`src/hdl/datapath_pkg.sv`:
```
package datapath_pkg;

    // --------------------
    // Widths and sizes.
    // --------------------

    localparam int unsigned word_width      = 16;
    localparam int unsigned opcode_width    = 4;
    localparam int unsigned dest_width      = 12;
    localparam int unsigned src_width       = 8;

    localparam int unsigned bank_depth      = 64;
    localparam int unsigned bank_addr_width = 6;
    localparam int unsigned io_port_count   = 2;

    // --------------------
    // Address map.
    // --------------------

    // I/O ports sit at the top of each bank's local window.
    // Local 62 is port 0, local 63 is port 1.
    localparam int unsigned io_base         = 62;

    // Start of each bank's window in the D address space.
    localparam int unsigned a_write_base    = 0;
    localparam int unsigned b_write_base    = 64;

    // --------------------
    // Types.
    // --------------------

    typedef logic [word_width-1:0] word_t;

    typedef enum logic [opcode_width-1:0] {
        nop    = 4'd0,
        add    = 4'd1,
        sub    = 4'd2,
        and_op = 4'd3,
        or_op  = 4'd4,
        xor_op = 4'd5,
        pass_a = 4'd6,
        pass_b = 4'd7
    } opcode_e;

    // Instruction word, opcode in the top nibble.
    typedef struct packed {
        opcode_e               opcode;
        logic [dest_width-1:0] d;
        logic [src_width-1:0]  a;
        logic [src_width-1:0]  b;
    } instr_t;

    // Instruction as seen after the issue decision.
    typedef struct packed {
        logic   valid;
        instr_t instr;
    } issue_t;

    // Result on its way back to the banks.
    typedef struct packed {
        logic                  valid;
        logic [dest_width-1:0] d;
        word_t                 data;
    } wb_t;

endpackage

```
`src/hdl/issue_stage.sv`:
```
`timescale 1ns/1ps

module issue_stage (
    input  logic                 clock,
    input  logic                 reset,

    input  datapath_pkg::instr_t instr,
    input  logic                 instr_valid,

    input  logic                 a_can_issue,
    input  logic                 b_can_issue,

    output datapath_pkg::issue_t issue,
    output logic                 io_ready
);

    import datapath_pkg::*;

    instr_t instr_q;
    logic   present_q;
    logic   is_nop;
    logic   ports_ready;

    // --------------------
    // Instruction register.
    // --------------------

    always_ff @(posedge clock) begin
        instr_q <= instr;
        if (reset) begin
            present_q <= 1'b0;
        end else begin
            present_q <= instr_valid;
        end
    end

    // --------------------
    // Decode.
    // --------------------

    always_comb begin
        is_nop      = (instr_q.opcode == nop);
        ports_ready = a_can_issue && b_can_issue;
    end

    // --------------------
    // Issue decision.
    // --------------------

    // A nop has no side effects, so it never waits on a port.
    // Anything else needs every port it names to be ready,
    // otherwise it is annulled and comes back on a later edge.
    assign io_ready = present_q && (is_nop || ports_ready);

    // Fields always pass through; the banks judge readiness from them.
    // Only the valid bit carries the outcome.
    always_comb begin
        issue.valid = present_q && !is_nop && ports_ready;
        issue.instr = instr_q;
    end

endmodule

```
`src/hdl/operand_bank.sv`:
```
`timescale 1ns/1ps

module operand_bank #(
    parameter int unsigned write_base = datapath_pkg::a_write_base
) (
    input  logic                                                  clock,
    input  logic                                                  reset,

    input  datapath_pkg::issue_t                                  issue,
    input  datapath_pkg::wb_t                                     wb,

    input  logic [datapath_pkg::io_port_count-1:0]                io_in_ready,
    input  datapath_pkg::word_t [datapath_pkg::io_port_count-1:0] io_in_data,
    input  logic [datapath_pkg::io_port_count-1:0]                io_out_ready,

    output logic                                                  can_issue,
    output datapath_pkg::word_t                                   operand,

    output logic [datapath_pkg::io_port_count-1:0]                io_rden,
    output logic [datapath_pkg::io_port_count-1:0]                io_wren,
    output datapath_pkg::word_t [datapath_pkg::io_port_count-1:0] io_out_data
);

    import datapath_pkg::*;

    localparam int unsigned port_sel_width = $clog2(io_port_count);

    // Bank A reads through the a field, bank B through the b field.
    localparam bit use_a = (write_base == a_write_base);

    word_t ram [bank_depth];

    logic [src_width-1:0]       rd_addr;
    logic                       rd_is_ram;
    logic                       rd_is_io;
    logic [port_sel_width-1:0]  rd_port;
    word_t                      rd_data;

    logic [bank_addr_width-1:0] dst_local;
    logic                       dst_hit;
    logic                       dst_is_io;
    logic [port_sel_width-1:0]  dst_port;

    logic [bank_addr_width-1:0] wb_local;
    logic                       wb_hit;
    logic                       wb_is_io;
    logic [port_sel_width-1:0]  wb_port;

    // True when a D address falls inside this bank's window.
    function automatic logic in_window(logic [dest_width-1:0] d);
        return (d >= write_base) && (d < write_base + bank_depth);
    endfunction

    // Offset of a D address from the window base.
    function automatic logic [bank_addr_width-1:0] local_addr(logic [dest_width-1:0] d);
        logic [dest_width-1:0] offset;
        offset = d - dest_width'(write_base);
        return offset[bank_addr_width-1:0];
    endfunction

    // I/O port number of a local address at or above io_base.
    function automatic logic [port_sel_width-1:0] io_port(logic [bank_addr_width-1:0] addr);
        logic [bank_addr_width-1:0] offset;
        offset = addr - bank_addr_width'(io_base);
        return offset[port_sel_width-1:0];
    endfunction

    // --------------------
    // Operand fetch.
    // --------------------

    always_comb begin
        rd_addr   = use_a ? issue.instr.a : issue.instr.b;
        rd_is_ram = (rd_addr < io_base);
        rd_is_io  = !rd_is_ram && (rd_addr < bank_depth);
        rd_port   = io_port(rd_addr[bank_addr_width-1:0]);
        if (rd_is_ram) begin
            rd_data = ram[rd_addr[bank_addr_width-1:0]];
        end else if (rd_is_io) begin
            rd_data = io_in_data[rd_port];
        end else begin
            // Beyond the window reads as zero.
            rd_data = '0;
        end
    end

    // The port is consumed in the issue cycle, data taken on its closing edge.
    always_comb begin
        for (int p = 0; p < io_port_count; p++) begin
            io_rden[p] = issue.valid && rd_is_io && (rd_port == port_sel_width'(p));
        end
    end

    always_ff @(posedge clock) begin
        operand <= rd_data;
    end

    // --------------------
    // Port readiness.
    // --------------------

    always_comb begin
        dst_local = local_addr(issue.instr.d);
        dst_hit   = in_window(issue.instr.d);
        dst_is_io = (dst_local >= io_base);
        dst_port  = io_port(dst_local);
        can_issue = 1'b1;
        if (rd_is_io && !io_in_ready[rd_port]) begin
            can_issue = 1'b0;
        end
        // Write space is checked now and must hold until the write lands.
        if (dst_hit && dst_is_io && !io_out_ready[dst_port]) begin
            can_issue = 1'b0;
        end
    end

    // --------------------
    // Writeback.
    // --------------------

    always_comb begin
        wb_local = local_addr(wb.d);
        wb_hit   = wb.valid && in_window(wb.d);
        wb_is_io = (wb_local >= io_base);
        wb_port  = io_port(wb_local);
    end

    always_ff @(posedge clock) begin
        if (wb_hit && !wb_is_io) begin
            ram[wb_local] <= wb.data;
        end
    end

    always_ff @(posedge clock) begin
        for (int p = 0; p < io_port_count; p++) begin
            if (wb_hit && wb_is_io && (wb_port == port_sel_width'(p))) begin
                io_out_data[p] <= wb.data;
            end
        end
    end

    // Write strobe lines up with the RAM commit edge.
    always_ff @(posedge clock) begin
        if (reset) begin
            io_wren <= '0;
        end else begin
            for (int p = 0; p < io_port_count; p++) begin
                io_wren[p] <= wb_hit && wb_is_io && (wb_port == port_sel_width'(p));
            end
        end
    end

endmodule

```
`src/hdl/alu_stage.sv`:
```
`timescale 1ns/1ps

module alu_stage (
    input  logic                                    clock,
    input  logic                                    reset,

    input  datapath_pkg::issue_t                    issue,
    input  datapath_pkg::word_t                     a_operand,
    input  datapath_pkg::word_t                     b_operand,

    output datapath_pkg::wb_t                       wb,
    output datapath_pkg::word_t                     result,
    output logic                                    result_valid,
    output logic [datapath_pkg::dest_width-1:0]     result_d
);

    import datapath_pkg::*;

    logic                  valid_q;
    opcode_e               opcode_q;
    logic [dest_width-1:0] d_q;
    word_t                 alu_out;

    // --------------------
    // Operand stage.
    // --------------------

    // Opcode and destination follow the operands by one register.
    always_ff @(posedge clock) begin
        opcode_q <= issue.instr.opcode;
        d_q      <= issue.instr.d;
        if (reset) begin
            valid_q <= 1'b0;
        end else begin
            valid_q <= issue.valid;
        end
    end

    // --------------------
    // ALU.
    // --------------------

    // Add and sub wrap at the word width.
    always_comb begin
        case (opcode_q)
            add:     alu_out = a_operand + b_operand;
            sub:     alu_out = a_operand - b_operand;
            and_op:  alu_out = a_operand & b_operand;
            or_op:   alu_out = a_operand | b_operand;
            xor_op:  alu_out = a_operand ^ b_operand;
            pass_a:  alu_out = a_operand;
            pass_b:  alu_out = b_operand;
            default: alu_out = '0;
        endcase
    end

    // --------------------
    // Result register.
    // --------------------

    always_ff @(posedge clock) begin
        wb.d    <= d_q;
        wb.data <= alu_out;
        if (reset) begin
            wb.valid <= 1'b0;
        end else begin
            wb.valid <= valid_q;
        end
    end

    assign result       = wb.data;
    assign result_valid = wb.valid;
    assign result_d     = wb.d;

endmodule

```
`src/hdl/datapath_top.sv`:
```
`timescale 1ns/1ps

module datapath_top (
    input  logic                                                  clock,
    input  logic                                                  reset,

    input  datapath_pkg::instr_t                                  instr,
    input  logic                                                  instr_valid,
    output logic                                                  io_ready,

    output datapath_pkg::word_t                                   result,
    output logic                                                  result_valid,
    output logic [datapath_pkg::dest_width-1:0]                   result_d,

    input  logic [datapath_pkg::io_port_count-1:0]                a_io_in_ready,
    output logic [datapath_pkg::io_port_count-1:0]                a_io_rden,
    input  datapath_pkg::word_t [datapath_pkg::io_port_count-1:0] a_io_in_data,
    input  logic [datapath_pkg::io_port_count-1:0]                a_io_out_ready,
    output logic [datapath_pkg::io_port_count-1:0]                a_io_wren,
    output datapath_pkg::word_t [datapath_pkg::io_port_count-1:0] a_io_out_data,

    input  logic [datapath_pkg::io_port_count-1:0]                b_io_in_ready,
    output logic [datapath_pkg::io_port_count-1:0]                b_io_rden,
    input  datapath_pkg::word_t [datapath_pkg::io_port_count-1:0] b_io_in_data,
    input  logic [datapath_pkg::io_port_count-1:0]                b_io_out_ready,
    output logic [datapath_pkg::io_port_count-1:0]                b_io_wren,
    output datapath_pkg::word_t [datapath_pkg::io_port_count-1:0] b_io_out_data
);

    import datapath_pkg::*;

    issue_t issue;
    wb_t    wb;
    logic   a_can_issue;
    logic   b_can_issue;
    word_t  a_operand;
    word_t  b_operand;

    // --------------------
    // Issue.
    // --------------------

    issue_stage issue_stage_i (
        .clock       (clock),
        .reset       (reset),
        .instr       (instr),
        .instr_valid (instr_valid),
        .a_can_issue (a_can_issue),
        .b_can_issue (b_can_issue),
        .issue       (issue),
        .io_ready    (io_ready)
    );

    // --------------------
    // Operand banks.
    // --------------------

    operand_bank #(
        .write_base   (a_write_base)
    ) bank_a (
        .clock        (clock),
        .reset        (reset),
        .issue        (issue),
        .wb           (wb),
        .io_in_ready  (a_io_in_ready),
        .io_in_data   (a_io_in_data),
        .io_out_ready (a_io_out_ready),
        .can_issue    (a_can_issue),
        .operand      (a_operand),
        .io_rden      (a_io_rden),
        .io_wren      (a_io_wren),
        .io_out_data  (a_io_out_data)
    );

    operand_bank #(
        .write_base   (b_write_base)
    ) bank_b (
        .clock        (clock),
        .reset        (reset),
        .issue        (issue),
        .wb           (wb),
        .io_in_ready  (b_io_in_ready),
        .io_in_data   (b_io_in_data),
        .io_out_ready (b_io_out_ready),
        .can_issue    (b_can_issue),
        .operand      (b_operand),
        .io_rden      (b_io_rden),
        .io_wren      (b_io_wren),
        .io_out_data  (b_io_out_data)
    );

    // --------------------
    // ALU and result.
    // --------------------

    alu_stage alu_stage_i (
        .clock        (clock),
        .reset        (reset),
        .issue        (issue),
        .a_operand    (a_operand),
        .b_operand    (b_operand),
        .wb           (wb),
        .result       (result),
        .result_valid (result_valid),
        .result_d     (result_d)
    );

endmodule

```
`config.mk`:
```
export PLATFORM = sky130hd
export DESIGN_NAME = datapath_top
export DESIGN_NICKNAME = d
export VERILOG_FILES = /design/src/hdl/datapath_pkg.sv /design/src/hdl/issue_stage.sv /design/src/hdl/operand_bank.sv /design/src/hdl/alu_stage.sv /design/src/hdl/datapath_top.sv
export SDC_FILE = /design/constraint.sdc
export NUM_CORES = 2
export LEC_CHECK = 0
export BUFFER_PORTS_ARGS = -buffer_cell sky130_fd_sc_hd__buf_4
export CAP_MARGIN = 20
export CELL_PAD_IN_SITES_DETAIL_PLACEMENT = 0
export CELL_PAD_IN_SITES_GLOBAL_PLACEMENT = 1
export CORE_ASPECT_RATIO = 1.4
export CORE_UTILIZATION = 35
export CTS_BUF_LIST = sky130_fd_sc_hd__clkbuf_8
export DETAILED_ROUTE_END_ITERATION = 16
export GPL_ROUTABILITY_DRIVEN = 0
export PLACE_DENSITY = 0.61
export SLEW_MARGIN = 30
export SYNTH_ARGS = -nofsm -noshare
export SYNTH_HDL_FRONTEND = slang
export SYNTH_HIERARCHICAL = 1
export SYNTH_SLANG_ARGS = --single-unit
export TNS_END_PERCENT = 30
```
`constraint.sdc`:
```
create_clock -name clock -period 3.97 [get_ports clock]
set_input_delay 0.794 -clock clock [delete_from_list [all_inputs] [get_ports clock]]
set_output_delay 0.794 -clock clock [all_outputs]
set_load 0.01 [all_outputs]
```
Word level (Yosys, flattened, before mapping)
Memory sizes are Yosys's and may differ from the RTL's. A register that Yosys moved wholly into a read port is not among the register bits.
Index checks and enable logic that the tools add are counted.
Widths: inputs -> output; s select.
{ "op_classes": {"bitwise_logic": 7, "n_eq_ne": 7, "n_addsub": 10, "n_reduce_logical": 41, "mux": 25, "order_cmp": 18} }
{ "op_table": {"columns": ["cell", "n"], "rows": [
  ["$mux 16", 8],
  ["$pmux 16 s7", 1],
  ["$logic_and 1x1->1", 30],
  ["$ge 12x7->1 const B", 2],
  ["$ge 6x6->1 const B", 4],
  ["$lt 12x7->1 const B", 2],
  ["$lt 12x8->1 const B", 2],
  ["$add 16x16->16", 1],
  ["$and 16x16->16", 1],
  ["$eq 4x3->1 const B", 4],
  ["$lt 8x6->1 const B", 2],
  ["$lt 8x7->1 const B", 2],
  ["$mux 1", 16],
  ["$or 16x16->16", 1],
  ["$sub 16x16->16", 1],
  ["$xor 16x16->16", 1],
  ["$sub 6x1->6 const B", 2],
  ["$logic_not 1->1", 9],
  ["$eq 4x2->1 const B", 2],
  ["$lt 1x2->1 const B", 4],
  ["$sub 1x1->1 const B", 6],
  ["$eq 4x1->1 const B", 1],
  ["$logic_not 4->1", 1],
  ["$not 1->1", 4],
  ["$logic_or 1x1->1", 1]
]} }
{ "word_totals": {"ram_bits": 2048, "ff_bits": 179, "mem_count": 2, "in_bits": 107, "word_cells": 129} }
{ "memory_table": {"columns": ["memory", "words", "width", "rd", "rd_clocked_by_memory_dff", "wr", "line", "source"], "rows": [
  ["bank_a.ram", 64, 16, 1, 1, 1, "operand_bank.sv:31", "word_t ram [bank_depth];"],
  ["bank_b.ram", 64, 16, 1, 1, 1, "operand_bank.sv:31", null]
]} }

Depth between registers and ports, before layout
{ "depth": {"ltp_word": 11, "ltp_mapped": 13, "ltp_nobuf": 12} }

By module
Netlist, hierarchy kept.
{ "modules_own_cells": {"columns": ["module", "cells_per_inst", "instances", "area_per_inst_um2"], "rows": [
  ["operand_bank (bank_a)", 1911, 1, 41506.1],
  ["operand_bank (bank_b)", 1839, 1, 41319.6],
  ["alu_stage", 371, 1, 3278.1],
  ["issue_stage", 39, 1, 710.7]
]} }

Worst setup path after synthesis
No wires, ideal clock.
{ "synth_path": {"path_type": "flip-flop to flip-flop", "startpoint": "reg, netlist name alu_stage_i/result_d[9]", "endpoint": "mem bank_b/ram[32][0] (netlist bit) (enable)", "slack_ns": 1.124, "arrival_time_ns": 2.437, "stages_incl_launch_ff": 6, "synth_period_minus_slack_ns": 2.846, "path_cell_list": "dfxtp_1 buf_4 nor4b_1 o2111ai_1 clkbuf_1 nor3_1"} }
{ "synth_between": {"elab_chain_cells": 6, "word_cells_on_any_way": 7, "classes_between": "2 x order compare; 2 x mux; 3 x reduce/logical"} }
{ "synth_lines": {"columns": ["item", "line", "source"], "rows": [
  ["$ge 12x7->1 / $lt 12x8->1 (equally long branches)", "operand_bank.sv:51", "return (d >= write_base) && (d < write_base + bank_depth);"],
  ["$logic_and 1x1->1 (*)", "operand_bank.sv:51", null],
  ["$logic_and 1x1->1 (*)", "operand_bank.sv:123", "wb_hit = wb.valid && in_window(wb.d);"],
  ["$logic_and 1x1->1 (*)", "operand_bank.sv:129", "if (wb_hit && !wb_is_io) begin"],
  ["$mux 1 (*)", "operand_bank.sv:129", null],
  ["$mux 1 (not written as such) (*)", "operand_bank.sv:130", "ram[wb_local] <= wb.data;"],
  ["end, declared", "operand_bank.sv:31", null]
]} }
Mark *: on every way between the ends. The rest lies on a longest branch, timed or not.

==> run_results.csv <==
group,metric,value,unit
routing,drc,0,
grt,grt.total_usage,18.4,%
floorplan,initial_utilization,35.1,%
setup_path,worstPathArrival,2.97,ns
floorplan,rows,216,
sta,rsz0062_at_grt,"false",
setup_path,criticalPathCategory,"flip-flop to output port",
grt,use_met2,32.8,%
grt,antenna_found_initial,8,
setup_path,r2r_end,"alu_stage_i/result[15]",
place,io_buffers,208,
power_and_ir_drop,seq_power_share,55.0,%
place,dp_hpwl,142000,µm
setup_path,worstPathMaxFanout,11,
sta,hold_viol_final,0,
final_layout,syn2layout_area_growth,16.3,%
grt,grt_pass1_vias,45000,
cts,root_buffer,"clkbuf_8",
sta,finalCriticalPeriod,3.77,ns
final_layout,fill_cells,22100,
setup_path,crit_slowest_cell,"dfxtp_4",
power_and_ir_drop,leakage,34.2,nW
routing,first_pass_iters,7,
setup_path,required,3.18,ns
grt,grt_max_degree,133,
grt,top_usage_layer,"met2",
sta,slew_viol_final,0,
routing,drtAntennaViolNets,0,
cts,cts_resized,0,
final_layout,utilization,40.9,%
cts,clkLatencyLatePin,0.97,ns
logic_synthesis,synth_top_area_share,73.1,%
logic_synthesis,synth_async_sr_flop_share,0,%
routing,routed_wl,233000,µm
cts,numCtsBuffers,353,
sta,max_slew_margin,32.3,%
logic_synthesis,yosys_warnings,6,
power_and_ir_drop,p_comb_share,6.7,%
floorplan,pin_count,209,
logic_synthesis,avgSynthCellArea,20.9,µm²
logic_synthesis,synth-seq-cells,2227,
run,drv_cap,0,
sta,finalCritPeriodShare,94.9,%
grt,grt_pass1_wl,330000,µm
setup_path,crit_start,"issue_stage_i/issue[10]",
hold_path,hold_path.class,"primary input to flip-flop",
final_layout,drive_gt1_share,29.6,%
floorplan,fp.dieH,591,µm
final_layout,multiInputGateArea,19800,µm²
setup_path,rrSetupSlack,0.82,ns
power_and_ir_drop,p_sw,11.6,mW
routing,drt-initial-drc-count,4054,
power_and_ir_drop,ir_drop,0.277,mV
cts,htree_levels,5,
routing,avgRoutedWirePerCell,27.8,µm
logic_synthesis,ys_seq_area_share,75.7,%
cts,cts_tree,"built",
grt,gr-total-overflow,0,
sta,final-setup-viol-count,0,
routing,vias,43200,
sta,tightest_slew,1.00,ns
grt,globalRouteMet1Util,22.3,%
setup_path,crit_chain,"nand4_1 -> nor4b_4 -> buf_12 -> a21oi_1 -> nand3_1 -> nor2_1 -> and3_1 -> buf_4",
setup_path,critPathCaptureType,"output port",
power_and_ir_drop,finalPower,48.6,mW
setup_path,r2r_start,"bank_b/operand[4]",
setup_path,critical_path_buf_inv_count,2,
logic_synthesis,synth_edf_count,2112,
grt,met3_usage,2.60,%
sta,finClkSkew,0.0534,ns
floorplan,dieArea,250000,µm²
setup_path,crit_end,"a_io_rden[1]",
final_layout,nets,5014,
logic_synthesis,synth.area.top_cells,"edfxtp_1 73%, mux4_2 11%, mux2i_1 3.9%",
floorplan,fp.dieW,423,µm
cts,clk_pin_slew_worst_paths,0.06,ns
cts,cts.sinks,2227,
logic_synthesis,syn_area,86800,µm²
final_layout,seq_area,65800,µm²
logic_synthesis,synth.distinct_cells,72,
logic_synthesis,yosys.area.top_type,"edfxtp_1",
setup_path,start_kind,"flip-flop",
setup_path,cpPeakStageDelay,0.49,ns
floorplan,core_area,247000,µm²
routing,vias_per_cell,5.13,
outcome,status,"finished, final reports clean",
power_and_ir_drop,clkPwrFrac,38.4,%
sta,finalSetupTns,0,ns
setup_path,r2r_cells,11,
cts,clk_path_buf_depth,4,
power_and_ir_drop,p_per_area,482,nW/µm²
power_and_ir_drop,p_int,37.0,mW
logic_synthesis,ys.flop_type,"edfxtp_1",
sta,fmax,0.265,GHz
power_and_ir_drop,swShare,23.9,%
setup_path,crit_family,"simple AND/OR/NAND/NOR gates",
setup_path,path_depth,8,
logic_synthesis,synthCells,4160,
-- stage by stage --
stage	hold slack (ns)	std cells	cell area, µm²	setup slack (ns)
finish	0.302	8410	101000	0.202
global route	0.281	8409	101000	0.0533
CTS	0.210	8399	101000	0.00182
detailed placement	0.312	7732	93900	0.851
global placement	0.310	7731	93900	0.417
floorplan	0.310	4222	87000	1.12
-- Yosys cell counts (6+ instances only) --
master       n
nand4_1     14
mux4_2     433
nand2b_1     7
nand3_1     19
a22o_1       9
dfxtp_1    115
buf_6       30
buf_1        8
a31o_1      12
and2_1       7
mux4_1      19
edfxtp_1  2112
a22oi_1    134
nand3b_1    13
mux2_2      52
xnor2_1     21
xor2_1       6
o22ai_1     13
a21oi_1     67
buf_4       62
o211ai_1    14
a221oi_1    16
clkbuf_1    56
o21ai_1     12
buf_2       83
a31oi_1      6
o21ai_0     23
inv_1       42
nor3_1      16
mux2i_1    336
o41ai_1     13
or3_1        7
nor2_1     161
ha_1        48
nand2_1     81
a222oi_1    13
nor2b_1     15
-- cell type report --
class	instances	share of cell area (%)
sequential	2227	65.2
antenna	5	0.0124
tap	3270	4.05
clock buffer	375	5.11
clock inverter	257	1.41
inverter	42	0.156
multi-input combinational	1708	19.6
timing repair buffer	526	4.45
-- how the worst min path moves through the flow --
stage                       start                      end  slack, ns  cells past startpoint
2_1_floorplan  alu_stage_i/d_q[0]  alu_stage_i/result_d[0]       0.31                      0
3_3_place_gp   alu_stage_i/d_q[5]  alu_stage_i/result_d[5]       0.31                      0
3_5_place_dp   alu_stage_i/d_q[2]  alu_stage_i/result_d[2]       0.31                      0
4_1_cts          a_io_in_data[31]       bank_a/operand[15]       0.21                      4
5_1_grt          a_io_in_data[31]       bank_a/operand[15]       0.28                      4
6_report         a_io_in_data[31]       bank_a/operand[15]       0.30                      4
-- worst reg2reg max path: cells and delay by family, from the launching register on --
family	cells	cell delay, ns
AOI/OAI and AO/OA	6	1.25
and+or+nand+nor	2	0.66
DFF	1	0.38
xor gates and xnor gates	2	0.35
adders and majority gates	1	0.34
-- metal layers --
layer / share of wire (%) / vias to the layer above
li1: - / 18600
met1: 39 / 22800
met2: 52 / 1388
met3: 4.9 / 338
met4: 3.8 / 0
met5: 0 / -
-- sequential cells by signal, indices dropped and copies added (netlist names), 16 cells and up --
name / cells
bank_a/ram: 1024
alu_stage_i/result: 16
bank_b/io_out_data: 32
bank_a/io_out_data: 32
bank_a/operand: 16
bank_b/ram: 1024
issue_stage_i/issue: 32
bank_b/operand: 16
-- power groups by stage --
stage	clock, mW	sequential (mW)	combinational (mW)
after global routing	20.0	26.8	3.45
after detailed placement	0	27.3	3.24
after floorplan	0	26.9	1.99
after global placement	0	27.3	3.19
after CTS	19.1	26.8	3.27
final	18.7	26.7	3.24
-- kinds of logic after synthesis --
family	synth area share, %
muxes	16.4
other	0.00865
AOI/OAI and AO/OA	2.93
xor gates and xnor gates	0.272
adders and majority gates	0.715
buffers and inverters	1.95
DFF	75.7
and+or+nand+nor	2.06
-- layout by cell type, fill, tap and decap left out, types with 34 or more instances in the layout --
cell | synthesis | routed
a22oi_1 | 134 | 134
conb_1 | 2 | 64
a21oi_1 | 67 | 67
mux2i_1 | 336 | 336
edfxtp_1 | 2112 | 2112
dfxtp_1 | 115 | 93
clkbuf_8 | 0 | 375
dlygate4sd3_1 | 0 | 34
clkinv_1 | 0 | 70
buf_12 | 0 | 34
ha_1 | 48 | 48
nor2_1 | 161 | 137
buf_4 | 62 | 456
mux2_2 | 52 | 52
nand2_1 | 81 | 81
mux4_2 | 433 | 433
inv_1 | 42 | 150
clkinv_2 | 0 | 48
-- what timing repair did --
item | in CTS | in global routing
gates cloned | 0 | 0
hold buffers | 34 | 0
hold endpoints to repair | 34 | 0
buffers inserted | 1 | 4
pin swaps | 1 | 0
endpoints found under the setup margin | 2 | 4
Note: power is estimated with default switching activity, not from simulation.
